==> config.mk <==
export PLATFORM = sky130hd
export DESIGN_NAME = des_ip_stage
export DESIGN_NICKNAME = d
export VERILOG_FILES = /design/src/des_pkg.sv /design/src/des_ip_stage.sv
export SDC_FILE = /design/constraint.sdc
export NUM_CORES = 1
export LEC_CHECK = 0
export ABC_CLOCK_PERIOD_IN_PS = 800
export BUFFER_PORTS_ARGS = -buffer_cell sky130_fd_sc_hd__buf_4
export CAP_MARGIN = 20
export CORE_MARGIN = 3
export CORE_UTILIZATION = 43
export CTS_BUF_LIST = sky130_fd_sc_hd__clkbuf_4 sky130_fd_sc_hd__clkbuf_8 sky130_fd_sc_hd__clkbuf_16
export DETAILED_ROUTE_END_ITERATION = 16
export PLACE_DENSITY = 0.74
export SYNTH_ARGS = -nofsm -noshare
export SYNTH_HDL_FRONTEND = slang
export SYNTH_SLANG_ARGS = --single-unit
==> constraint.sdc <==
create_clock -name clock -period 0.8 [get_ports clock]
set_input_delay 0.08 -clock clock [delete_from_list [all_inputs] [get_ports clock]]
set_output_delay 0.08 -clock clock [all_outputs]
set_load 0.01 [all_outputs]
==> src/des_pkg.sv <==
// ---------------------------------------------------------------------------
// all permutation tables use DES numbering where bit 1 is the MSB of a word
// ---------------------------------------------------------------------------
package des_pkg;

	localparam int BLOCK_W = 64;
	localparam int HALF_W = 32;
	localparam int RKEY_W = 48;
	localparam int CD_W = 28;
	localparam int NUM_SBOXES = 8;
	localparam int NUM_ROUNDS = 16;

	// input register, IP register, sixteen rounds and the output register
	localparam int PIPE_LATENCY = 19;

	typedef logic [BLOCK_W-1:0] block_t;
	typedef logic [HALF_W-1:0] half_t;
	typedef logic [RKEY_W-1:0] round_key_t;
	typedef round_key_t round_keys_t [1:NUM_ROUNDS];

	typedef struct packed {
		logic  valid;
		half_t left;
		half_t right;
	} des_stage_t;

	localparam int unsigned IP_TABLE [BLOCK_W] = '{
		58, 50, 42, 34, 26, 18, 10, 2,
		60, 52, 44, 36, 28, 20, 12, 4,
		62, 54, 46, 38, 30, 22, 14, 6,
		64, 56, 48, 40, 32, 24, 16, 8,
		57, 49, 41, 33, 25, 17, 9, 1,
		59, 51, 43, 35, 27, 19, 11, 3,
		61, 53, 45, 37, 29, 21, 13, 5,
		63, 55, 47, 39, 31, 23, 15, 7
	};

	// inverse of IP
	localparam int unsigned FP_TABLE [BLOCK_W] = '{
		40, 8, 48, 16, 56, 24, 64, 32,
		39, 7, 47, 15, 55, 23, 63, 31,
		38, 6, 46, 14, 54, 22, 62, 30,
		37, 5, 45, 13, 53, 21, 61, 29,
		36, 4, 44, 12, 52, 20, 60, 28,
		35, 3, 43, 11, 51, 19, 59, 27,
		34, 2, 42, 10, 50, 18, 58, 26,
		33, 1, 41, 9, 49, 17, 57, 25
	};

	localparam int unsigned E_TABLE [RKEY_W] = '{
		32, 1, 2, 3, 4, 5,
		4, 5, 6, 7, 8, 9,
		8, 9, 10, 11, 12, 13,
		12, 13, 14, 15, 16, 17,
		16, 17, 18, 19, 20, 21,
		20, 21, 22, 23, 24, 25,
		24, 25, 26, 27, 28, 29,
		28, 29, 30, 31, 32, 1
	};

	localparam int unsigned P_TABLE [HALF_W] = '{
		16, 7, 20, 21, 29, 12, 28, 17,
		1, 15, 23, 26, 5, 18, 31, 10,
		2, 8, 24, 14, 32, 27, 3, 9,
		19, 13, 30, 6, 22, 11, 4, 25
	};

	// PC-1 skips every eighth key bit, which is parity
	localparam int unsigned PC1_TABLE [2*CD_W] = '{
		57, 49, 41, 33, 25, 17, 9,
		1, 58, 50, 42, 34, 26, 18,
		10, 2, 59, 51, 43, 35, 27,
		19, 11, 3, 60, 52, 44, 36,
		63, 55, 47, 39, 31, 23, 15,
		7, 62, 54, 46, 38, 30, 22,
		14, 6, 61, 53, 45, 37, 29,
		21, 13, 5, 28, 20, 12, 4
	};

	localparam int unsigned PC2_TABLE [RKEY_W] = '{
		14, 17, 11, 24, 1, 5,
		3, 28, 15, 6, 21, 10,
		23, 19, 12, 4, 26, 8,
		16, 7, 27, 20, 13, 2,
		41, 52, 31, 37, 47, 55,
		30, 40, 51, 45, 33, 48,
		44, 49, 39, 56, 34, 53,
		46, 42, 50, 36, 29, 32
	};

	// left rotation applied to C and D before each round
	localparam int unsigned SHIFT_TABLE [NUM_ROUNDS] = '{
		1, 1, 2, 2, 2, 2, 2, 2, 1, 2, 2, 2, 2, 2, 2, 1
	};

	// each box is stored row major, so the index is {row, column}
	localparam logic [3:0] SBOX_TABLE [NUM_SBOXES][64] = '{
		'{14, 4, 13, 1, 2, 15, 11, 8, 3, 10, 6, 12, 5, 9, 0, 7,
			0, 15, 7, 4, 14, 2, 13, 1, 10, 6, 12, 11, 9, 5, 3, 8,
			4, 1, 14, 8, 13, 6, 2, 11, 15, 12, 9, 7, 3, 10, 5, 0,
			15, 12, 8, 2, 4, 9, 1, 7, 5, 11, 3, 14, 10, 0, 6, 13},
		'{15, 1, 8, 14, 6, 11, 3, 4, 9, 7, 2, 13, 12, 0, 5, 10,
			3, 13, 4, 7, 15, 2, 8, 14, 12, 0, 1, 10, 6, 9, 11, 5,
			0, 14, 7, 11, 10, 4, 13, 1, 5, 8, 12, 6, 9, 3, 2, 15,
			13, 8, 10, 1, 3, 15, 4, 2, 11, 6, 7, 12, 0, 5, 14, 9},
		'{10, 0, 9, 14, 6, 3, 15, 5, 1, 13, 12, 7, 11, 4, 2, 8,
			13, 7, 0, 9, 3, 4, 6, 10, 2, 8, 5, 14, 12, 11, 15, 1,
			13, 6, 4, 9, 8, 15, 3, 0, 11, 1, 2, 12, 5, 10, 14, 7,
			1, 10, 13, 0, 6, 9, 8, 7, 4, 15, 14, 3, 11, 5, 2, 12},
		'{7, 13, 14, 3, 0, 6, 9, 10, 1, 2, 8, 5, 11, 12, 4, 15,
			13, 8, 11, 5, 6, 15, 0, 3, 4, 7, 2, 12, 1, 10, 14, 9,
			10, 6, 9, 0, 12, 11, 7, 13, 15, 1, 3, 14, 5, 2, 8, 4,
			3, 15, 0, 6, 10, 1, 13, 8, 9, 4, 5, 11, 12, 7, 2, 14},
		'{2, 12, 4, 1, 7, 10, 11, 6, 8, 5, 3, 15, 13, 0, 14, 9,
			14, 11, 2, 12, 4, 7, 13, 1, 5, 0, 15, 10, 3, 9, 8, 6,
			4, 2, 1, 11, 10, 13, 7, 8, 15, 9, 12, 5, 6, 3, 0, 14,
			11, 8, 12, 7, 1, 14, 2, 13, 6, 15, 0, 9, 10, 4, 5, 3},
		'{12, 1, 10, 15, 9, 2, 6, 8, 0, 13, 3, 4, 14, 7, 5, 11,
			10, 15, 4, 2, 7, 12, 9, 5, 6, 1, 13, 14, 0, 11, 3, 8,
			9, 14, 15, 5, 2, 8, 12, 3, 7, 0, 4, 10, 1, 13, 11, 6,
			4, 3, 2, 12, 9, 5, 15, 10, 11, 14, 1, 7, 6, 0, 8, 13},
		'{4, 11, 2, 14, 15, 0, 8, 13, 3, 12, 9, 7, 5, 10, 6, 1,
			13, 0, 11, 7, 4, 9, 1, 10, 14, 3, 5, 12, 2, 15, 8, 6,
			1, 4, 11, 13, 12, 3, 7, 14, 10, 15, 6, 8, 0, 5, 9, 2,
			6, 11, 13, 8, 1, 4, 10, 7, 9, 5, 0, 15, 14, 2, 3, 12},
		'{13, 2, 8, 4, 6, 15, 11, 1, 10, 9, 3, 14, 5, 0, 12, 7,
			1, 15, 13, 8, 10, 3, 7, 4, 12, 5, 6, 11, 0, 14, 9, 2,
			7, 11, 4, 1, 9, 12, 14, 2, 0, 6, 10, 13, 15, 3, 5, 8,
			2, 1, 14, 7, 4, 10, 8, 13, 15, 12, 9, 0, 3, 5, 6, 11}
	};

endpackage

==> src/des_ip_stage.sv <==
// ---------------------------------------------------------------------------
// two register stages from the input pins to L0 and R0
// ---------------------------------------------------------------------------
`timescale 1ns/1ps

module des_ip_stage (
	input  logic                clock,
	input  logic                rst,
	input  des_pkg::block_t     plaintext,
	input  logic                iv,
	output des_pkg::des_stage_t stage_out
);
	import des_pkg::*;

	block_t in_block;
	logic   in_valid;
	block_t ip_block;

	// raw capture of the pins
	always_ff @(posedge clock) begin
		if (rst) begin
			in_block <= '0;
			in_valid <= 1'b0;
		end else begin
			in_block <= plaintext;
			in_valid <= iv;
		end
	end

	always_comb begin
		for (int i = 0; i < BLOCK_W; i++) begin
			ip_block[BLOCK_W-1-i] = in_block[BLOCK_W - IP_TABLE[i]];
		end
	end

	always_ff @(posedge clock) begin
		if (rst) begin
			stage_out <= '0;
		end else begin
			stage_out.valid <= in_valid;
			stage_out.left  <= ip_block[BLOCK_W-1:HALF_W];
			stage_out.right <= ip_block[HALF_W-1:0];
		end
	end

endmodule

==> impl_metrics.yaml <==
outcome:
  status: "complete, but fails checks"
  violations: "negative setup slack"
finish:
  fill_cells: 425
  antenna_cells: 0
  seqCellArea_sq_mm: 0.00268
  postLayoutCoreUtil: 0.780
  layout_common_cells: "nor2b_1, dlygate4sd3_1, dfxtp_1, buf_4, buf_6"
  final_area_sq_mm: 0.00609
  final_common_cell: "nor2b_1"
  finalNetCount: 547
  multiInputGateArea_sq_um: 813
  area_growth_pct: 74.6
  finalNonFillerCells: 593
  final_layout_size_suffix_gt1_frac: 0.466
die:
  ioPinCount: 132
  rows: 32
  dieArea_sq_mm: 0.00923
  start_util: 0.447
  coreArea_sq_mm: 0.00781
  chipHeight_um: 96.1
  die_w_um: 96.1
logic_synthesis:
  seq_area_frac_synth: 0.746
  synth_area_sq_mm: 0.00349
  synth_area_per_cell_sq_um: 12.7
  synth.top_cells.by_area: "dfxtp_1, nor2b_1, buf_2"
  ys_warn_count: 0
  synth-seq-cells: 130
  synth_top_area_frac: 0.746
  postSynthCellCount: 274
  synth_top_cell_by_area: "dfxtp_1"
  ys_types: 4
  syn_nets: 341
sta:
  hold_violations: 0
  period_minus_slack_ns: 1.01
  setup_viol: 65
  layout_setup_ws_ns: -0.209
  post-route-period-util: 1.26
  tightest_slew_ns: 0.268
  slew_headroom: 0.821
  rsz0062_at_grt: "yes"
  slew_violations: 0
  finClkSkew_ns: 0.00645
  timing.fmax_mhz: 991
global_route:
  grt_pass1_wl_um: 11500
  grt_pass1_vias: 2572
  grt_max_degree: 37
  antenna_found_initial: 0
  grtUsageTotal: 0.172
  grt_overflow: 0
setup_path:
  cp.required_ns: 0.72
  slowest_delay_ns: 0.32
  path_class: "flop to output port"
  crit_family: "flip-flops"
  ff2ff_setup_slack_ns: 0.26
  cp-end-kind: "output port"
  path_cells: "buf_6"
  cp_max_fo: 1
  cp_slowest_cell: "dfxtp_2"
  cp_num_buf_inv: 1
  critPathArrivalTime_ns: 0.93
  cp-start-kind: "flop"
place:
  dpl_worst_slack_ns: 0.121
  place_area_sq_mm: 0.00461
  place.gp.congestion: 0.684
  dp.cells: 497
  port_buffers: 131
clock_network:
  path_clk_slew_ns: 0.06
  numCtsBuffers: 17
  insertion_delay_ns: 0.49
  cts_setup_buffers: 0
  root_buffer: "clkbuf_8"
  cts_tree: "yes"
  htreeDepth: 4
  clock_path_buffers: 2
  clock_sinks: 130
routing:
  vias: 2446
  ant_nets: 0
  drt_wl_total_um: 7680
  wire_per_inst_um: 12.9
  drt-pass1-iter-count: 3
  vias_per_cell: 4.12
  drc: 0
  drtIter0Drc: 19
power_and_ir_drop:
  powerDensity_mw_per_mm2: 2370
  p_total_mw: 14.5
  p_leak_nw: 2.66
  ir_drop_uv: 1720
flow_run:
  cap_violations: 0
hold_path:
  hold_path.class: "primary input to flop"
==> routing by layer <==
metal	up-vias	track usage	part of all wire
met5	-	0	0
met2	88	0.346	0.59
met4	0	0.0853	0.016
met1	1112	0.139	0.34
li1	1233	-	-
met3	13	0.0688	0.058
==> through the flow <==
stage	TNS, ns	hold slack, ns
finish	-12.53	0.338
global route	-15.25	0.334
CTS	-14.60	0.311
detailed placement	0	0.294
global placement	0	0.289
floorplan	0	0.208
==> state kept, by name, summed over array words and instances (netlist names) <==
name       flops
in_block      64
stage_out     65
in_valid       1
==> cell usage after synthesis <==
cell     count
dfxtp_1    130
buf_2       13
buf_4        1
nor2b_1    130
==> what timing repair did <==
item / in CTS / in global routing
endpoints found under the setup margin: 65 / 65
pin swaps: 0 / 0
resized for setup: 108 / 21
endpoints found under the hold margin: 66 / 0
hold buffers: 66 / 0
==> logic make-up after synthesis <==
logic type             Yosys count  synth area share
AND/OR/NAND/NOR                130             0.233
buffers and inverters           14            0.0208
flip-flops                     130             0.746
==> final cells by class <==
class	instances	share of cell area
sequential	130	0.441
timing repair buffer	201	0.323
multi-input combinational	130	0.134
clock buffer	18	0.0703
tap	102	0.0210
clock inverter	12	0.0115
==> power breakdown <==
part           internal (mW)  switching [mW]  leakage [nW]
Combinational          0.830           0.382          1.32
Sequential              6.81          0.0954          1.10
Clock                   3.79            2.55         0.243
Total                   11.4            3.03          2.66
==> worst paths after layout <==
| kind | start | end | cells after the start |
|---|---|---|---|
| max | stage_out[13] | stage_out[13] | 1 |
| min | plaintext[40] | in_block[40] | 3 |
| max reg2reg | in_block[22] | stage_out[61] | 1 |
| min reg2reg | in_block[46] | stage_out[58] | 1 |
Power figures use the tool's default switching activity.
