File: src/des_pkg.sv
// ---------------------------------------------------------------------------
// all permutation tables use DES numbering where bit 1 is the MSB of a word
// ---------------------------------------------------------------------------
package des_pkg;

	localparam int BLOCK_W = 64;
	localparam int HALF_W = 32;
	localparam int RKEY_W = 48;
	localparam int CD_W = 28;
	localparam int NUM_SBOXES = 8;
	localparam int NUM_ROUNDS = 16;

	// input register, IP register, sixteen rounds and the output register
	localparam int PIPE_LATENCY = 19;

	typedef logic [BLOCK_W-1:0] block_t;
	typedef logic [HALF_W-1:0] half_t;
	typedef logic [RKEY_W-1:0] round_key_t;
	typedef round_key_t round_keys_t [1:NUM_ROUNDS];

	typedef struct packed {
		logic  valid;
		half_t left;
		half_t right;
	} des_stage_t;

	localparam int unsigned IP_TABLE [BLOCK_W] = '{
		58, 50, 42, 34, 26, 18, 10, 2,
		60, 52, 44, 36, 28, 20, 12, 4,
		62, 54, 46, 38, 30, 22, 14, 6,
		64, 56, 48, 40, 32, 24, 16, 8,
		57, 49, 41, 33, 25, 17, 9, 1,
		59, 51, 43, 35, 27, 19, 11, 3,
		61, 53, 45, 37, 29, 21, 13, 5,
		63, 55, 47, 39, 31, 23, 15, 7
	};

	// inverse of IP
	localparam int unsigned FP_TABLE [BLOCK_W] = '{
		40, 8, 48, 16, 56, 24, 64, 32,
		39, 7, 47, 15, 55, 23, 63, 31,
		38, 6, 46, 14, 54, 22, 62, 30,
		37, 5, 45, 13, 53, 21, 61, 29,
		36, 4, 44, 12, 52, 20, 60, 28,
		35, 3, 43, 11, 51, 19, 59, 27,
		34, 2, 42, 10, 50, 18, 58, 26,
		33, 1, 41, 9, 49, 17, 57, 25
	};

	localparam int unsigned E_TABLE [RKEY_W] = '{
		32, 1, 2, 3, 4, 5,
		4, 5, 6, 7, 8, 9,
		8, 9, 10, 11, 12, 13,
		12, 13, 14, 15, 16, 17,
		16, 17, 18, 19, 20, 21,
		20, 21, 22, 23, 24, 25,
		24, 25, 26, 27, 28, 29,
		28, 29, 30, 31, 32, 1
	};

	localparam int unsigned P_TABLE [HALF_W] = '{
		16, 7, 20, 21, 29, 12, 28, 17,
		1, 15, 23, 26, 5, 18, 31, 10,
		2, 8, 24, 14, 32, 27, 3, 9,
		19, 13, 30, 6, 22, 11, 4, 25
	};

	// PC-1 skips every eighth key bit, which is parity
	localparam int unsigned PC1_TABLE [2*CD_W] = '{
		57, 49, 41, 33, 25, 17, 9,
		1, 58, 50, 42, 34, 26, 18,
		10, 2, 59, 51, 43, 35, 27,
		19, 11, 3, 60, 52, 44, 36,
		63, 55, 47, 39, 31, 23, 15,
		7, 62, 54, 46, 38, 30, 22,
		14, 6, 61, 53, 45, 37, 29,
		21, 13, 5, 28, 20, 12, 4
	};

	localparam int unsigned PC2_TABLE [RKEY_W] = '{
		14, 17, 11, 24, 1, 5,
		3, 28, 15, 6, 21, 10,
		23, 19, 12, 4, 26, 8,
		16, 7, 27, 20, 13, 2,
		41, 52, 31, 37, 47, 55,
		30, 40, 51, 45, 33, 48,
		44, 49, 39, 56, 34, 53,
		46, 42, 50, 36, 29, 32
	};

	// left rotation applied to C and D before each round
	localparam int unsigned SHIFT_TABLE [NUM_ROUNDS] = '{
		1, 1, 2, 2, 2, 2, 2, 2, 1, 2, 2, 2, 2, 2, 2, 1
	};

	// each box is stored row major, so the index is {row, column}
	localparam logic [3:0] SBOX_TABLE [NUM_SBOXES][64] = '{
		'{14, 4, 13, 1, 2, 15, 11, 8, 3, 10, 6, 12, 5, 9, 0, 7,
			0, 15, 7, 4, 14, 2, 13, 1, 10, 6, 12, 11, 9, 5, 3, 8,
			4, 1, 14, 8, 13, 6, 2, 11, 15, 12, 9, 7, 3, 10, 5, 0,
			15, 12, 8, 2, 4, 9, 1, 7, 5, 11, 3, 14, 10, 0, 6, 13},
		'{15, 1, 8, 14, 6, 11, 3, 4, 9, 7, 2, 13, 12, 0, 5, 10,
			3, 13, 4, 7, 15, 2, 8, 14, 12, 0, 1, 10, 6, 9, 11, 5,
			0, 14, 7, 11, 10, 4, 13, 1, 5, 8, 12, 6, 9, 3, 2, 15,
			13, 8, 10, 1, 3, 15, 4, 2, 11, 6, 7, 12, 0, 5, 14, 9},
		'{10, 0, 9, 14, 6, 3, 15, 5, 1, 13, 12, 7, 11, 4, 2, 8,
			13, 7, 0, 9, 3, 4, 6, 10, 2, 8, 5, 14, 12, 11, 15, 1,
			13, 6, 4, 9, 8, 15, 3, 0, 11, 1, 2, 12, 5, 10, 14, 7,
			1, 10, 13, 0, 6, 9, 8, 7, 4, 15, 14, 3, 11, 5, 2, 12},
		'{7, 13, 14, 3, 0, 6, 9, 10, 1, 2, 8, 5, 11, 12, 4, 15,
			13, 8, 11, 5, 6, 15, 0, 3, 4, 7, 2, 12, 1, 10, 14, 9,
			10, 6, 9, 0, 12, 11, 7, 13, 15, 1, 3, 14, 5, 2, 8, 4,
			3, 15, 0, 6, 10, 1, 13, 8, 9, 4, 5, 11, 12, 7, 2, 14},
		'{2, 12, 4, 1, 7, 10, 11, 6, 8, 5, 3, 15, 13, 0, 14, 9,
			14, 11, 2, 12, 4, 7, 13, 1, 5, 0, 15, 10, 3, 9, 8, 6,
			4, 2, 1, 11, 10, 13, 7, 8, 15, 9, 12, 5, 6, 3, 0, 14,
			11, 8, 12, 7, 1, 14, 2, 13, 6, 15, 0, 9, 10, 4, 5, 3},
		'{12, 1, 10, 15, 9, 2, 6, 8, 0, 13, 3, 4, 14, 7, 5, 11,
			10, 15, 4, 2, 7, 12, 9, 5, 6, 1, 13, 14, 0, 11, 3, 8,
			9, 14, 15, 5, 2, 8, 12, 3, 7, 0, 4, 10, 1, 13, 11, 6,
			4, 3, 2, 12, 9, 5, 15, 10, 11, 14, 1, 7, 6, 0, 8, 13},
		'{4, 11, 2, 14, 15, 0, 8, 13, 3, 12, 9, 7, 5, 10, 6, 1,
			13, 0, 11, 7, 4, 9, 1, 10, 14, 3, 5, 12, 2, 15, 8, 6,
			1, 4, 11, 13, 12, 3, 7, 14, 10, 15, 6, 8, 0, 5, 9, 2,
			6, 11, 13, 8, 1, 4, 10, 7, 9, 5, 0, 15, 14, 2, 3, 12},
		'{13, 2, 8, 4, 6, 15, 11, 1, 10, 9, 3, 14, 5, 0, 12, 7,
			1, 15, 13, 8, 10, 3, 7, 4, 12, 5, 6, 11, 0, 14, 9, 2,
			7, 11, 4, 1, 9, 12, 14, 2, 0, 6, 10, 13, 15, 3, 5, 8,
			2, 1, 14, 7, 4, 10, 8, 13, 15, 12, 9, 0, 3, 5, 6, 11}
	};

endpackage

File: src/des_fp_stage.sv
// ---------------------------------------------------------------------------
// final swap and inverse permutation into the output register
// ---------------------------------------------------------------------------
`timescale 1ns/1ps

module des_fp_stage (
	input  logic                clock,
	input  logic                rst,
	input  des_pkg::des_stage_t stage_in,
	output des_pkg::block_t     ciphertext,
	output logic                ov
);
	import des_pkg::*;

	block_t pre_output;
	block_t fp_block;

	// the sixteenth round also swaps, so R16 goes first
	assign pre_output = {stage_in.right, stage_in.left};

	always_comb begin
		for (int i = 0; i < BLOCK_W; i++) begin
			fp_block[BLOCK_W-1-i] = pre_output[BLOCK_W - FP_TABLE[i]];
		end
	end

	always_ff @(posedge clock) begin
		if (rst) begin
			ciphertext <= '0;
			ov         <= 1'b0;
		end else begin
			ciphertext <= fp_block;
			ov         <= stage_in.valid;
		end
	end

endmodule

File: config.mk
export PLATFORM = sky130hd
export DESIGN_NAME = des_fp_stage
export DESIGN_NICKNAME = d
export VERILOG_FILES = /design/src/des_pkg.sv /design/src/des_fp_stage.sv
export SDC_FILE = /design/constraint.sdc
export NUM_CORES = 1
export LEC_CHECK = 0
export BUFFER_PORTS_ARGS = -buffer_cell sky130_fd_sc_hd__buf_2
export CORE_MARGIN = 5
export CORE_UTILIZATION = 35
export CTS_BUF_LIST = sky130_fd_sc_hd__clkbuf_8 sky130_fd_sc_hd__clkbuf_16
export DETAILED_ROUTE_END_ITERATION = 7
export PLACE_DENSITY = 0.72
export SLEW_MARGIN = 25
export SYNTH_ARGS = -nofsm -noshare
export SYNTH_HDL_FRONTEND = slang
export SYNTH_SLANG_ARGS = --single-unit
File: constraint.sdc
create_clock -name clock -period 0.85 [get_ports clock]
set_clock_uncertainty 0.2 [all_clocks]
set_input_delay 0.0425 -clock clock [delete_from_list [all_inputs] [get_ports clock]]
set_output_delay 0.0425 -clock clock [all_outputs]
set_load 0.005 [all_outputs]
==> results of run 1 <==
==> state kept, by name, indices dropped and copies added (netlist names) <==
signal      cells
ciphertext     64
ov              1
==> power breakdown <==
| group | switching, µW | leakage [µW] | internal, µW |
|---|---|---|---|
| sequential | 47.8 | 0.000548 | 3220 |
| combinational | 256 | 0.00106 | 567 |
| clock | 1070 | 0.0000929 | 1090 |
| total | 1370 | 0.00170 | 4880 |
==> path summary, 6_finish.rpt <==
path	slack (ps)	cells past startpoint	end	start
worst max-delay path	-150	1	ciphertext[39]	ciphertext[39]
worst min-delay path	-220	2	ciphertext[0]	rst
==> stage by stage <==
step / hold slack (ps) / area, µm² / worst slack (ps)
4_1_cts: -239 / 3390 / -170
5_1_grt: -230 / 3520 / -200
3_5_place_dp: 54.2 / 2570 / 32.6
3_3_place_gp: 49.5 / 2570 / 59.2
6_report: -220 / 3520 / -153
2_1_floorplan: -29.3 / 1860 / 185
==> routing by layer <==
metal,up-vias,part of all wire
met2,89,0.50
met4,0,0.028
li1,812,-
met3,14,0.090
met5,-,0
met1,712,0.38
==> cell usage in the layout, fill, tap and decap left out <==
cell,count
buf_2,114
dlygate4sd3_1,65
dfxtp_1,43
nor2b_1,35
nor2b_2,30
dfxtp_2,22
buf_6,17
clkbuf_8,10
clkinv_2,4
buf_12,2
inv_1,1
buf_4,1
==> area by class of cell <==
type | count | area, µm²
clock buffer | 10 | 138
clock inverter | 5 | 23.8
fill | 387 | 1620
multi-input combinational | 65 | 482
sequential | 65 | 1330
tap | 70 | 87.6
timing repair buffer | 199 | 1460
==> what timing repair did <==
item / in CTS / in global routing
resized for setup: 0 / 39
endpoints found under the setup margin: 65 / 65
endpoints found under the hold margin: 65 / 56
==> cells by family (layout without fill, tap and decap cells) <==
group                  count (synthesis)  after routing  share of synthesized area
AND/OR/NAND/NOR                       65             65                      0.260
buffers and inverters                  7            214                     0.0391
flip-flops                            65             65                      0.701
==> flow_summary.yaml, run 1 <==
placement:
  replace_congestion: 0.718
  port_buffers: 131
  dpl.cell_count: 334
  detailedPlacementHpwl_um: 3140
power:
  p_leak_uw: 0.00170
  post-layout-total-power_uw: 6250
  vdd_ir_drop_max_mv: 1.51
  power_density_mw_per_mm2: 1780
drt:
  drt_first_iter_violations: 35
  drt_pre_antenna_iters: 4
  route.detailed.drc: 0
  detail_route_antenna_nets: 0
  routedWlPerCell_um: 12.8
  viasPerCell: 3.93
  via_count: 1627
  routed_wl_um: 5310
timing:
  fmax_mhz: 997
  worst_slew_pin_slew_ps: 159
  slew_viol_final: 0
  layout_worst_path_cycle_share: 1.18
  setup_tns_ps: -8780
  slew_headroom: 0.894
  final_hold_vio_count: 59
  setup_repair_after_global_routing_missed_its_margin: "true"
  timing.hold.ws_ps: -220
  setup-violations-final: 65
  finalCriticalPeriod_ps: 1000
  fin_ws_ps: -153
global_route:
  antenna_violations_before_repair: 0
  grt_pass1_vias: 1773
  gr-usage-met2: 0.278
  top_usage_layer: "met2"
  grt_max_degree: 30
  grt_use_met3: 0.0743
  wire_length_of_the_first_global_routing_pass_um: 8580
  total_routing_usage_reported_by_global_routing: 0.160
  grt_overflow_total: 0
  grt_util_met1: 0.156
clock_tree:
  cts_tree: "built"
  clock_sink_count: 65
  cts.reportedPaths.clkPinSlew_ps: 70
  clock_path_buffers: 2
  clockRootBuffer: "clkbuf_8"
  cts_max_level: 3
  post_cts_hold_buffer_count: 65
  number_of_clock_buffers_inserted_by_tritoncts: 9
  cts_setup_buffers: 0
setup_path:
  worstSetupStartpointType: "register"
  critical_path_required_ps: 610
  cp_num_buf_inv: 1
  critical_path_peak_fanout: 1
  worst_path_largest_cell_delay_ps: 320
  critical_path_class: "reg2out"
  worstSetupEndpointType: "output pin"
  series_of_cell_instances_along_the_critical_path: "buf_2"
  cp_slowest_cell: "dfxtp_2"
  critPathTopFamily: "flip-flops"
  critPathArrivalTime_ps: 760
synthesis:
  synth.top_cells.by_area: "dfxtp_1, nor2b_2, nor2b_1"
  yosysMostFrequentCell: "dfxtp_1"
  postSynth.topFlopCell: "dfxtp_1"
  yosys.area.top_type_share: 0.701
  ys.warnings.count: 0
  postSynthNetCount: 204
  async_flop_share: 0
  post-synth-top-area-cell: "dfxtp_1"
  netlist_cell_types: 5
  number_of_instances_in_the_synthesized_netlist: 137
  number_of_flip_flops_and_latches_in_the_synthesized_netlist: 65
  synth_edf_count: 0
  synth.yosys.seq_area_share: 0.701
  synthesis.area_mm2: 0.00186
  most_frequent_cells_after_synthesis: "dfxtp_1, nor2b_1, nor2b_2"
  synthesis.area_per_instance_um2: 13.5
floorplanning:
  area_of_the_core_region_mm2: 0.00514
  placementRows: 26
  top_level_ports: 132
  initial_utilization: 0.361
  die_width_um: 82.8
  die_area_mm2: 0.00686
  die_height_um: 82.8
final_layout:
  synthToLayoutAreaGrowth_pct: 89.7
  antenna_diode_count: 0
  final_util: 0.685
  finalNetCount: 407
  layout-drive-gt1-share: 0.581
  instances_no_fill: 414
job:
  max_cap_viol_count: 0
outcome:
  run_status: "finished, violations left"
  failing_checks: "hold timing, setup timing"
worst_hold_path:
  hp-class: "in2reg"
Note: power is estimated with default switching activity, not from simulation.
==> inputs of run 2 (changes only) <==
--- a/config.mk
+++ b/config.mk
@@ -5,6 +5,7 @@
 export SDC_FILE = /design/constraint.sdc
 export NUM_CORES = 1
 export LEC_CHECK = 0
+export ABC_AREA = 1
 export BUFFER_PORTS_ARGS = -buffer_cell sky130_fd_sc_hd__buf_2
 export CORE_MARGIN = 5
 export CORE_UTILIZATION = 35
==> run 2 against run 1 <==
  * The flow still finishes with violations (hold timing, setup timing)
  * Via count grew 12%
  * Global-route usage grew 0.32 points
  * Critical endpoint is now ciphertext[32]
  * Wire length grew 6.3%
  * Largest power group unchanged
==> flow_summary.yaml, run 2 <==
worst_hold_path:
  hp-class: "in2reg"
  min_from: "rst"
  timing.hold.worst_path_depth: 3
  hold-path-endpoint: "ciphertext[3]"
clock_tree:
  cts_max_level: 3
  cts.reportedPaths.clkPinSlew_ps: 70
  clock_sink_count: 65
  post_cts_hold_buffer_count: 65
  cts_tree: "built"
  clock_path_buffers: 2
  clockRootBuffer: "clkbuf_8"
  cts_setup_buffers: 0
  number_of_clock_buffers_inserted_by_tritoncts: 9
timing:
  layout_worst_path_cycle_share: 1.19
  finalCriticalPeriod_ps: 1010
  timing.hold.ws_ps: -71.4
  final_hold_vio_count: 65
  fin_ws_ps: -158
  setup-violations-final: 65
  fmax_mhz: 992
  slew_viol_final: 0
  worst_slew_pin_slew_ps: 139
  slew_headroom: 0.907
  setup_repair_after_global_routing_missed_its_margin: "true"
floorplanning:
  placementRows: 26
  area_of_the_core_region_mm2: 0.00514
  die_height_um: 82.9
  initial_utilization: 0.362
  die_area_mm2: 0.00688
  top_level_ports: 132
  die_width_um: 82.9
setup_path:
  critical_path_peak_fanout: 1
  cp_num_buf_inv: 1
  worstSetupStartpointType: "register"
  critical_path_cell_count: 1
  critical_path_class: "reg2out"
  series_of_cell_instances_along_the_critical_path: "buf_2"
  critPathArrivalTime_ps: 770
  critPathTopFamily: "flip-flops"
  critical_path.startpoint: "ciphertext[32]"
  critical_path_required_ps: 610
  cp_slowest_cell: "dfxtp_1"
  worstSetupEndpointType: "output pin"
  worst_path_largest_cell_delay_ps: 330
drt:
  detail_route_antenna_nets: 0
  drt_first_iter_violations: 59
  route.detailed.drc: 0
  via_count: 1827
  routedWlPerCell_um: 11.8
  routed_wl_um: 5640
  viasPerCell: 3.81
  drt_pre_antenna_iters: 4
final_layout:
  largest_register_ffs: 64
  fillCellCount: 407
  largestRegisters: "ciphertext x64, ov x1"
  synthToLayoutAreaGrowth_pct: 91.0
  layout.cells.most_common_list: "buf_2, inv_1, nor2_1, dlygate4sd3_1, dfxtp_1"
  multi_input_area_um2: 244
  regMostFlops: "ciphertext"
  layout-drive-gt1-share: 0.416
  most_common_cell_after_layout_fill_and_taps_aside: "buf_2"
  finalNetCount: 471
  final-seq-area_mm2: 0.00133
synthesis:
  ys.warnings.count: 0
  postSynth.topFlopCell: "dfxtp_1"
  synthesis.area_per_instance_um2: 9.22
  main_combinational_cell_family_by_area_after_synthesis: "buffers and inverters"
  synth_adder_area_share: 0
  synth.top_cells.by_area: "dfxtp_1, inv_1, nor2_1"
  synth.yosys.seq_area_share: 0.699
  synth_simple_gate_area_frac: 0.131
  most_frequent_cells_after_synthesis: "dfxtp_1, inv_1, nor2_1"
  number_of_instances_in_the_synthesized_netlist: 202
  netlist_cell_types: 5
  yosys.area_share.xor_xnor: 0
  async_flop_share: 0
  yosys.area.top_type_share: 0.699
  number_of_flip_flops_and_latches_in_the_synthesized_netlist: 65
  synth_edf_count: 0
  synthesis.area_mm2: 0.00186
  post-synth-top-area-cell: "dfxtp_1"
  synthMuxAreaShare: 0
  postSynthNetCount: 269
  synth_compound_area_frac: 0
global_route:
  gr-usage-met2: 0.300
  grt_pass1_vias: 1881
  wire_length_of_the_first_global_routing_pass_um: 8750
  grt_use_met3: 0.0743
  top_usage_layer: "met2"
  total_routing_usage_reported_by_global_routing: 0.163
  antenna_violations_before_repair: 1
  grt_max_degree: 34
  grt_util_met1: 0.146
  grt_overflow_total: 0
power:
  power_density_mw_per_mm2: 1890
  post-layout-total-power_uw: 6740
  p_leak_uw: 0.00202
  vdd_ir_drop_max_mv: 1.17
outcome:
  run_status: "finished, violations left"
  failing_checks: "hold timing, setup timing"
placement:
  port_buffers: 131
  replace_congestion: 0.722
  detailedPlacementHpwl_um: 3180
job:
  max_cap_viol_count: 0
==> run 2: final cells by class <==
cell class | instances | share of cell area
well taps | 70 | 0.0246
clock inverters | 4 | 0.0120
inverters | 65 | 0.0686
repair buffers | 198 | 0.405
clock buffers | 12 | 0.0464
diodes | 1 | 0.000704
multi-input cells | 65 | 0.0686
flip-flops and latches | 65 | 0.374
==> run 2: logic make-up after synthesis <==
family	count (synthesis)
buf+inv	72
flops	65
simple gates	65
==> run 2: report_power, final <==
part	switching, µW	leakage (µW)	internal, µW
combinational	294	0.00135	519
sequential	48.0	0.000548	3220
clock	1080	0.000115	1570
==> run 2: metrics by stage <==
step / worst slack, ps / setup TNS (ps) / instance area, µm² / utilization / instances
after floorplan: 217 / 0 / 1860 / - / 202
after global placement: 96.9 / 0 / 2570 / 0.500 / 398
after detailed placement: 80.1 / 0 / 2570 / 0.500 / 398
after CTS: -171 / -9960 / 3430 / 0.667 / 479
after global routing: -212 / -11770 / 3560 / 0.692 / 480
final: -158 / -8960 / 3560 / 0.692 / 480
==> run 2: worst max path at each step <==
stage	to	slack, ps
2_1_floorplan	ciphertext[12]	220
3_3_place_gp	ciphertext[6]	100
3_5_place_dp	ciphertext[33]	80
4_1_cts	ciphertext[33]	-170
5_1_grt	ciphertext[14]	-210
6_report	ciphertext[32]	-160
==> run 2: metal layers <==
layer  up-vias  part of all wire
met1       788              0.35
met3        16             0.077
met4         0             0.029
met5         -                 0
li1        943                 -
met2        80              0.55
==> run 2: timing repair <==
item                                    CTS  global route
resized for setup                         0            38
endpoints found under the setup margin   65            65
endpoints found under the hold margin    65            65
