File: src/des_pkg.sv
// ---------------------------------------------------------------------------
// all permutation tables use DES numbering where bit 1 is the MSB of a word
// ---------------------------------------------------------------------------
package des_pkg;

	localparam int BLOCK_W = 64;
	localparam int HALF_W = 32;
	localparam int RKEY_W = 48;
	localparam int CD_W = 28;
	localparam int NUM_SBOXES = 8;
	localparam int NUM_ROUNDS = 16;

	// input register, IP register, sixteen rounds and the output register
	localparam int PIPE_LATENCY = 19;

	typedef logic [BLOCK_W-1:0] block_t;
	typedef logic [HALF_W-1:0] half_t;
	typedef logic [RKEY_W-1:0] round_key_t;
	typedef round_key_t round_keys_t [1:NUM_ROUNDS];

	typedef struct packed {
		logic  valid;
		half_t left;
		half_t right;
	} des_stage_t;

	localparam int unsigned IP_TABLE [BLOCK_W] = '{
		58, 50, 42, 34, 26, 18, 10, 2,
		60, 52, 44, 36, 28, 20, 12, 4,
		62, 54, 46, 38, 30, 22, 14, 6,
		64, 56, 48, 40, 32, 24, 16, 8,
		57, 49, 41, 33, 25, 17, 9, 1,
		59, 51, 43, 35, 27, 19, 11, 3,
		61, 53, 45, 37, 29, 21, 13, 5,
		63, 55, 47, 39, 31, 23, 15, 7
	};

	// inverse of IP
	localparam int unsigned FP_TABLE [BLOCK_W] = '{
		40, 8, 48, 16, 56, 24, 64, 32,
		39, 7, 47, 15, 55, 23, 63, 31,
		38, 6, 46, 14, 54, 22, 62, 30,
		37, 5, 45, 13, 53, 21, 61, 29,
		36, 4, 44, 12, 52, 20, 60, 28,
		35, 3, 43, 11, 51, 19, 59, 27,
		34, 2, 42, 10, 50, 18, 58, 26,
		33, 1, 41, 9, 49, 17, 57, 25
	};

	localparam int unsigned E_TABLE [RKEY_W] = '{
		32, 1, 2, 3, 4, 5,
		4, 5, 6, 7, 8, 9,
		8, 9, 10, 11, 12, 13,
		12, 13, 14, 15, 16, 17,
		16, 17, 18, 19, 20, 21,
		20, 21, 22, 23, 24, 25,
		24, 25, 26, 27, 28, 29,
		28, 29, 30, 31, 32, 1
	};

	localparam int unsigned P_TABLE [HALF_W] = '{
		16, 7, 20, 21, 29, 12, 28, 17,
		1, 15, 23, 26, 5, 18, 31, 10,
		2, 8, 24, 14, 32, 27, 3, 9,
		19, 13, 30, 6, 22, 11, 4, 25
	};

	// PC-1 skips every eighth key bit, which is parity
	localparam int unsigned PC1_TABLE [2*CD_W] = '{
		57, 49, 41, 33, 25, 17, 9,
		1, 58, 50, 42, 34, 26, 18,
		10, 2, 59, 51, 43, 35, 27,
		19, 11, 3, 60, 52, 44, 36,
		63, 55, 47, 39, 31, 23, 15,
		7, 62, 54, 46, 38, 30, 22,
		14, 6, 61, 53, 45, 37, 29,
		21, 13, 5, 28, 20, 12, 4
	};

	localparam int unsigned PC2_TABLE [RKEY_W] = '{
		14, 17, 11, 24, 1, 5,
		3, 28, 15, 6, 21, 10,
		23, 19, 12, 4, 26, 8,
		16, 7, 27, 20, 13, 2,
		41, 52, 31, 37, 47, 55,
		30, 40, 51, 45, 33, 48,
		44, 49, 39, 56, 34, 53,
		46, 42, 50, 36, 29, 32
	};

	// left rotation applied to C and D before each round
	localparam int unsigned SHIFT_TABLE [NUM_ROUNDS] = '{
		1, 1, 2, 2, 2, 2, 2, 2, 1, 2, 2, 2, 2, 2, 2, 1
	};

	// each box is stored row major, so the index is {row, column}
	localparam logic [3:0] SBOX_TABLE [NUM_SBOXES][64] = '{
		'{14, 4, 13, 1, 2, 15, 11, 8, 3, 10, 6, 12, 5, 9, 0, 7,
			0, 15, 7, 4, 14, 2, 13, 1, 10, 6, 12, 11, 9, 5, 3, 8,
			4, 1, 14, 8, 13, 6, 2, 11, 15, 12, 9, 7, 3, 10, 5, 0,
			15, 12, 8, 2, 4, 9, 1, 7, 5, 11, 3, 14, 10, 0, 6, 13},
		'{15, 1, 8, 14, 6, 11, 3, 4, 9, 7, 2, 13, 12, 0, 5, 10,
			3, 13, 4, 7, 15, 2, 8, 14, 12, 0, 1, 10, 6, 9, 11, 5,
			0, 14, 7, 11, 10, 4, 13, 1, 5, 8, 12, 6, 9, 3, 2, 15,
			13, 8, 10, 1, 3, 15, 4, 2, 11, 6, 7, 12, 0, 5, 14, 9},
		'{10, 0, 9, 14, 6, 3, 15, 5, 1, 13, 12, 7, 11, 4, 2, 8,
			13, 7, 0, 9, 3, 4, 6, 10, 2, 8, 5, 14, 12, 11, 15, 1,
			13, 6, 4, 9, 8, 15, 3, 0, 11, 1, 2, 12, 5, 10, 14, 7,
			1, 10, 13, 0, 6, 9, 8, 7, 4, 15, 14, 3, 11, 5, 2, 12},
		'{7, 13, 14, 3, 0, 6, 9, 10, 1, 2, 8, 5, 11, 12, 4, 15,
			13, 8, 11, 5, 6, 15, 0, 3, 4, 7, 2, 12, 1, 10, 14, 9,
			10, 6, 9, 0, 12, 11, 7, 13, 15, 1, 3, 14, 5, 2, 8, 4,
			3, 15, 0, 6, 10, 1, 13, 8, 9, 4, 5, 11, 12, 7, 2, 14},
		'{2, 12, 4, 1, 7, 10, 11, 6, 8, 5, 3, 15, 13, 0, 14, 9,
			14, 11, 2, 12, 4, 7, 13, 1, 5, 0, 15, 10, 3, 9, 8, 6,
			4, 2, 1, 11, 10, 13, 7, 8, 15, 9, 12, 5, 6, 3, 0, 14,
			11, 8, 12, 7, 1, 14, 2, 13, 6, 15, 0, 9, 10, 4, 5, 3},
		'{12, 1, 10, 15, 9, 2, 6, 8, 0, 13, 3, 4, 14, 7, 5, 11,
			10, 15, 4, 2, 7, 12, 9, 5, 6, 1, 13, 14, 0, 11, 3, 8,
			9, 14, 15, 5, 2, 8, 12, 3, 7, 0, 4, 10, 1, 13, 11, 6,
			4, 3, 2, 12, 9, 5, 15, 10, 11, 14, 1, 7, 6, 0, 8, 13},
		'{4, 11, 2, 14, 15, 0, 8, 13, 3, 12, 9, 7, 5, 10, 6, 1,
			13, 0, 11, 7, 4, 9, 1, 10, 14, 3, 5, 12, 2, 15, 8, 6,
			1, 4, 11, 13, 12, 3, 7, 14, 10, 15, 6, 8, 0, 5, 9, 2,
			6, 11, 13, 8, 1, 4, 10, 7, 9, 5, 0, 15, 14, 2, 3, 12},
		'{13, 2, 8, 4, 6, 15, 11, 1, 10, 9, 3, 14, 5, 0, 12, 7,
			1, 15, 13, 8, 10, 3, 7, 4, 12, 5, 6, 11, 0, 14, 9, 2,
			7, 11, 4, 1, 9, 12, 14, 2, 0, 6, 10, 13, 15, 3, 5, 8,
			2, 1, 14, 7, 4, 10, 8, 13, 15, 12, 9, 0, 3, 5, 6, 11}
	};

endpackage

File: src/des_feistel.sv
// ---------------------------------------------------------------------------
// combinational DES round function f(R, K)
// ---------------------------------------------------------------------------
`timescale 1ns/1ps

module des_feistel (
	input  des_pkg::half_t      right,
	input  des_pkg::round_key_t round_key,
	output des_pkg::half_t      f_out
);
	import des_pkg::*;

	round_key_t expanded;
	round_key_t mixed;
	half_t      sbox_out;

	// E duplicates the edge bits of every nibble to get 48 bits
	always_comb begin
		for (int i = 0; i < RKEY_W; i++) begin
			expanded[RKEY_W-1-i] = right[HALF_W - E_TABLE[i]];
		end
	end

	assign mixed = expanded ^ round_key;

	// outer bits of a group pick the row, inner four pick the column
	always_comb begin : sbox_lookup
		logic [5:0] grp;

		for (int b = 0; b < NUM_SBOXES; b++) begin
			grp = mixed[RKEY_W-1-6*b -: 6];
			sbox_out[HALF_W-1-4*b -: 4] = SBOX_TABLE[b][{grp[5], grp[0], grp[4:1]}];
		end
	end

	always_comb begin
		for (int i = 0; i < HALF_W; i++) begin
			f_out[HALF_W-1-i] = sbox_out[HALF_W - P_TABLE[i]];
		end
	end

endmodule

File: src/des_round.sv
// ---------------------------------------------------------------------------
// one registered Feistel round with the data computed whatever valid is
// ---------------------------------------------------------------------------
`timescale 1ns/1ps

module des_round (
	input  logic                clock,
	input  logic                rst,
	input  des_pkg::round_key_t round_key,
	input  des_pkg::des_stage_t stage_in,
	output des_pkg::des_stage_t stage_out
);
	import des_pkg::*;

	half_t f_out;

	des_feistel i_feistel (
		.right     (stage_in.right),
		.round_key (round_key),
		.f_out     (f_out)
	);

	// L(n) = R(n-1) and R(n) = L(n-1) ^ f(R(n-1), K(n))
	always_ff @(posedge clock) begin
		if (rst) begin
			stage_out <= '0;
		end else begin
			stage_out.valid <= stage_in.valid;
			stage_out.left  <= stage_in.right;
			stage_out.right <= stage_in.left ^ f_out;
		end
	end

endmodule

File: config.mk
export PLATFORM = sky130hd
export DESIGN_NAME = des_round
export DESIGN_NICKNAME = d
export VERILOG_FILES = /design/src/des_pkg.sv /design/src/des_feistel.sv /design/src/des_round.sv
export SDC_FILE = /design/constraint.sdc
export NUM_CORES = 1
export LEC_CHECK = 0
export ABC_AREA = 1
export BUFFER_PORTS_ARGS = -buffer_cell sky130_fd_sc_hd__buf_2
export CORE_ASPECT_RATIO = 0.75
export CORE_MARGIN = 8
export CORE_UTILIZATION = 40
export DETAILED_ROUTE_END_ITERATION = 12
export PLACE_DENSITY = 0.77
export SYNTH_ARGS = -nofsm -noshare
export SYNTH_HDL_FRONTEND = slang
export SYNTH_SLANG_ARGS = --single-unit
export TNS_END_PERCENT = 10
File: constraint.sdc
create_clock -name clock -period 1.8 [get_ports clock]
set_input_delay 0.45 -clock clock [delete_from_list [all_inputs] [get_ports clock]]
set_output_delay 0.45 -clock clock [all_outputs]
set_load 0.005 [all_outputs]
==> reports/results.ini, run 1 <==
[outcome]
outcome=completed

[clock_network]
max-clock-path-buffers=2
cts_htree_levels=3
cts_root_buf=clkbuf_16
clk_pin_slew_worst_paths_ps=60
cts_setup_buffers=0
cts_tree=done
cts.sinks=65
numCtsBuffers=9

[yosys]
netlist_area_um2=7460
yosysSeqAreaShare=0.174
synth_cell_types=26
syn_inst=1353
syn_area_per_cell_um2=5.51
synthesis.nets=1530
yosys_register_bits=65
yosysWarnings=0

[final_layout]
largestRegisters=stage_out (65)
nNetsFinal=1813
drive_gt1_frac=0.218
largest_register_ffs=65
diodes=0
regMostFlops=stage_out
utilization=0.537
area_growth_pct=32.5

[drt]
vias_per_cell=5.01
first_pass_iters=6
drtIter0Drc=1117
vias=9453
drc_errors=0
drt-total-wl_um=24400
final_antenna_net_count=0
wire_per_inst_um=12.9

[critical_path]
crit_path_max_fanout=15
slowest_delay_ps=570
cp-end-kind=register
worstPathArrival_ps=1870
cp.depth=9
path_cells=buf_2 -> xnor2_2 -> nand3_1 -> nand2_1 -> nand2_1 -> nand2_1 -> nand2_1 -> a21oi_1 -> nor2_1
cpMostUsedCell=nand2_1
path_buf_inv=1
worstSetupPathType=in -> reg
crit_required_ps=2040
start_kind=input port
cpMaxStageDelayCell=xnor2_2
crit_family=XOR/XNOR gates

[floorplanning]
std_cell_rows=43
die_w_um=174
io-pin-count=180
die_h_um=134
core_area_um2=18400
die_area_um2=23300
initial_core_util=0.405

[hold_path]
min_path_cells=3
hp-class=in -> reg

[grt]
grt_max_degree=25
overflow=0
grt_pass1_vias=8566
antenna_found_initial=0
grt_pass1_wl_um=40300
grt_usage=0.203

[placement]
port_buffers=179
hpwl_um=19900
gp_congestion=0.988

[sta]
tightestPinTransition_ps=714
rsz0062_at_grt=yes
finalHoldViolCount=0
slew_headroom=0.521
slew_viol_final=0
timing.final.crit_period_ps=1630
max_freq_mhz=614
setup_viol=0
period_share=0.905

[pwr]
leakagePower_nw=5.87
vdd_drop_max_v=0.000368
finalPower_mw=6.37
p_per_area_nw_per_um2=645

[run]
maxCapViolations=0

path summary, 6_finish.rpt:
check / endpoint / start
max: stage_out[29]$_SDFF_PP0_ / stage_in[15]
min: stage_out[64]$_SDFF_PP0_ / stage_in[64]
per-layer routing:
layer  vias up  global-route usage  wire [um]
li1       4834                   -          -
met3        30              0.0427       1960
met1      4193               0.272      11300
met2       396               0.331      10900
met4         0              0.0417        260
met5         -                   0          0
logic make-up (layout without fill, tap and decap cells):
| kind of cell | after synthesis | in the layout | synth area share |
|---|---|---|---|
| AO/OA/AOI/OAI | 46 | 46 | 0.0319 |
| XOR/XNOR | 25 | 25 | 0.0424 |
| adder cells (fa/ha/maj) | 62 | 62 | 0.104 |
| buffers and inverters | 185 | 472 | 0.103 |
| flip-flops | 65 | 65 | 0.174 |
| AND/OR/NAND/NOR | 970 | 970 | 0.544 |
tightest hold or removal path: stages:
cell and delay (ps):
buf_2 90, inv_1 40, nor2_1 30
through the flow:
step / worst slack (ps) / setup TNS (ps) / instances / hold WS (ps) / instance area (um^2)
after global routing: -19.4 / -19.4 / 1887 / 335 / 9880
final: 171 / 0 / 1887 / 324 / 9880
after detailed placement: -194 / -4220 / 1872 / 675 / 9560
after floorplan: -5.88 / -15.8 / 1353 / 557 / 7480
after global placement: -154 / -2900 / 1872 / 670 / 9560
after CTS: 164 / 0 / 1887 / 309 / 9860
power breakdown:
group,internal [mW],switching [mW]
Sequential,1.58,0.0382
Combinational,1.22,1.74
Clock,1.10,0.702
Total,3.90,2.48
cells in the mapped netlist (all sizes together):
library cell | n | area [um^2]
xor2 | 8 | 115
dfxtp | 65 | 1300
clkbuf | 4 | 15.0
or2 | 1 | 6.26
o211ai | 2 | 15.0
buf | 31 | 190
a21oi | 33 | 165
clkinv | 1 | 3.75
inv | 149 | 562
ha | 62 | 776
o21ai | 10 | 50.0
o21bai | 1 | 7.51
nor2 | 78 | 293
nand3 | 306 | 1560
nand2 | 583 | 2190
nand4 | 2 | 12.5
xnor2 | 17 | 201
cell usage in the layout, fill, tap and decap left out:
cell type / instances
or2_2: 1
nand2_2: 6
xnor2_2: 7
o211ai_1: 2
buf_12: 10
o21ai_1: 3
inv_2: 7
xor2_2: 6
dfxtp_1: 65
clkbuf_16: 9
inv_1: 141
o21bai_1: 1
buf_2: 179
nand4_1: 2
nand3_1: 300
o21ai_0: 7
nor2_1: 78
nand2_1: 577
a21oi_1: 33
inv_4: 1
ha_4: 2
clkinvlp_4: 1
clkinv_1: 1
clkbuf_8: 1
xnor2_1: 10
bufinv_16: 1
clkinv_4: 1
clkinv_2: 2
nand3_2: 6
ha_1: 60
buf_4: 118
xor2_1: 2
what timing repair did:
action | in CTS | in global routing
hold buffers | 0 | 0
endpoints found under the hold margin | 0 | 0
gates resized for setup | 0 | 5
setup endpoints to repair | 0 | 6
area by class of cell:
class                           instances  area, um^2
Multi-Input combinational cell       1103        5430
Inverter                              150         566
Tap cell                              247         309
Fill cell                            1893        8520
Timing Repair Buffer                  307        1980
Sequential cell                        65        1300
Clock inverter                          5        56.3
Clock buffer                           10         239
Note: power is estimated with default switching activity, not from simulation.
==> inputs of run 2 (changes only) <==
--- a/config.mk
+++ b/config.mk
@@ -10,8 +10,10 @@
 export CORE_ASPECT_RATIO = 0.75
 export CORE_MARGIN = 8
 export CORE_UTILIZATION = 40
+export CTS_CLUSTER_SIZE = 40
 export DETAILED_ROUTE_END_ITERATION = 12
 export PLACE_DENSITY = 0.77
+export RECOVER_POWER = 50
 export SYNTH_ARGS = -nofsm -noshare
 export SYNTH_HDL_FRONTEND = slang
 export SYNTH_SLANG_ARGS = --single-unit
==> run 2 against run 1 <==
- die area did not move
- power fell by 0.27%
- global-route usage did not move
- maximum frequency fell by 1.4%
- cell count did not move
- via count fell by 0.36%
- sequential cell count did not move
- largest power group unchanged
==> reports/results.ini, run 2 (same netlist as run 1, synthesis figures left out) <==
[outcome]
outcome=completed

[clock_network]
cts.sinks=65  ; unchanged
cts_tree=done
numCtsBuffers=9  ; unchanged
cts_root_buf=clkbuf_16
cts_htree_levels=3  ; unchanged
clk_pin_slew_worst_paths_ps=60  ; about the same
max-clock-path-buffers=2  ; unchanged

[final_layout]
largestRegisters=stage_out (65)
final_cell_mix=nand2_1 (577), nand3_1 (300), buf_2 (149)
nFillCells=1912  ; +1.0%
area_growth_pct=31.9
largest_register_ffs=65  ; unchanged
nNetsFinal=1813  ; unchanged
diodes=0  ; unchanged
finalInstanceArea_um2=9840  ; -0.44%
utilization=0.535  ; -0.00238
drive_gt1_frac=0.199  ; -0.0189
layout_commonest_cell=nand2_1
regMostFlops=stage_out

[grt]
grt_usage=0.203  ; unchanged
overflow=0  ; unchanged
grt_use_met2=0.331  ; unchanged
grt_pass1_wl_um=40300  ; unchanged
antenna_found_initial=0  ; unchanged
grt_pass1_vias=8566  ; unchanged
grt_busiest_layer=met2
met3_usage=0.0427  ; unchanged
grt_max_degree=25  ; unchanged
grt_util_met1=0.272  ; unchanged

[critical_path]
worstSetupPathType=in -> reg
slowest_delay_ps=560  ; about the same
crit_path_max_fanout=15  ; unchanged
start_kind=input port
cpMaxStageDelayCell=xnor2_2
cpMostUsedCell=nand2_1
crit_required_ps=2040  ; about the same
worstPathArrival_ps=1890  ; +20 ps
cp-end-kind=register
cp-startpoint=stage_in[15]
path_cells=buf_2 -> xnor2_2 -> nand3_1 -> nand2_1 -> nand2_1 -> nand2_1 -> nand2_1 -> a21oi_1 -> nor2_1

[placement]
dpl_cell_area_um2=9560  ; unchanged
gp_congestion=0.988  ; unchanged
port_buffers=179  ; unchanged
hpwl_um=19900  ; unchanged

[drt]
first_pass_iters=7  ; +1
vias_per_cell=4.99  ; -0.36%
drc_errors=0  ; unchanged
wire_per_inst_um=12.9  ; about the same
final_antenna_net_count=0  ; unchanged
vias=9419  ; -0.36%
drtIter0Drc=1031  ; -7.7%
drt-total-wl_um=24400  ; about the same

[pwr]
p_per_area_nw_per_um2=646  ; +0.18%
vdd_drop_max_v=0.000365  ; -0.93%
leakagePower_nw=5.76  ; -1.9%

[sta]
period_share=0.918  ; +0.0128
setup_viol=0  ; unchanged
timing.final.crit_period_ps=1650  ; +23.0 ps
slew_viol_final=0  ; unchanged
finalHoldViolCount=0  ; unchanged
rsz0062_at_grt=yes
slew_headroom=0.527  ; +0.00521
max_freq_mhz=605  ; -1.4%
tightestPinTransition_ps=707  ; -7.77 ps

[floorplanning]
die_h_um=134  ; unchanged
initial_core_util=0.405  ; unchanged
die_area_um2=23300  ; unchanged
io-pin-count=180  ; unchanged
die_w_um=174  ; unchanged
core_area_um2=18400  ; unchanged
std_cell_rows=43  ; unchanged

[hold_path]
hp-class=in -> reg
min_from=stage_in[64]

[run]
maxCapViolations=0  ; unchanged

run 2: changes by cell type in the layout (fill, tap and decap cells not counted):
cell,before,now
clkbuf_2,0,1
buf_4,118,116
buf_2,179,149
clkbuf_1,0,31
run 2: layout make-up:
class | count | area (um^2) | share of cell area
Clock buffer | 10 | 239 | 0.0243
Clock inverter | 5 | 56.3 | 0.00572
Inverter | 150 | 566 | 0.0575
Multi-Input combinational cell | 1103 | 5430 | 0.552
Sequential cell | 65 | 1300 | 0.132
Tap cell | 247 | 309 | 0.0314
Timing Repair Buffer | 307 | 1940 | 0.197
run 2: timing repair:
action / 4_1_cts / 5_1_grt
setup endpoints to repair: 0 / 6
setup buffers: 0 / 0
resized for setup: 0 / 5
hold buffers: 0 / 0
run 2: power by group:
part	internal, mW	switching, mW	leakage [nW]	total [mW]
Combinational	1.20	1.74	5.07	2.94
Sequential	1.58	0.0407	0.543	1.62
Clock	1.10	0.699	0.144	1.80
run 2: critical path: cells and delay by family:
family | cells | cell delay (ps)
xor+xnor | 1 | 560
simple gates | 6 | 560
compound gates | 1 | 160
buf+inv | 1 | 150
run 2: final timing paths:
kind	end	cells after the start	slack [ps]
setup / recovery	stage_out[29]$_SDFF_PP0_	9	150
hold / removal	stage_out[64]$_SDFF_PP0_	3	320
run 2: stage by stage:
| stage | std cells | hold WS, ps | TNS (ps) | setup slack, ps | power [mW] |
|---|---|---|---|---|---|
| floorplan | 1353 | 557 | -15.8 | -5.88 | 3.45 |
| finish | 1887 | 325 | 0 | 148 | 6.35 |
| global route | 1887 | 335 | -19.4 | -19.4 | 6.84 |
| detailed placement | 1872 | 675 | -4220 | -194 | 4.55 |
| CTS | 1887 | 309 | 0 | 164 | 6.41 |
| global placement | 1872 | 670 | -2900 | -154 | 4.51 |
run 2: metal layers:
| metal | up-vias | wire length [um] |
|---|---|---|
| li1 | 4837 | - |
| met2 | 388 | 10900 |
| met4 | 0 | 260 |
| met1 | 4164 | 11400 |
| met3 | 30 | 1940 |
| met5 | - | 0 |
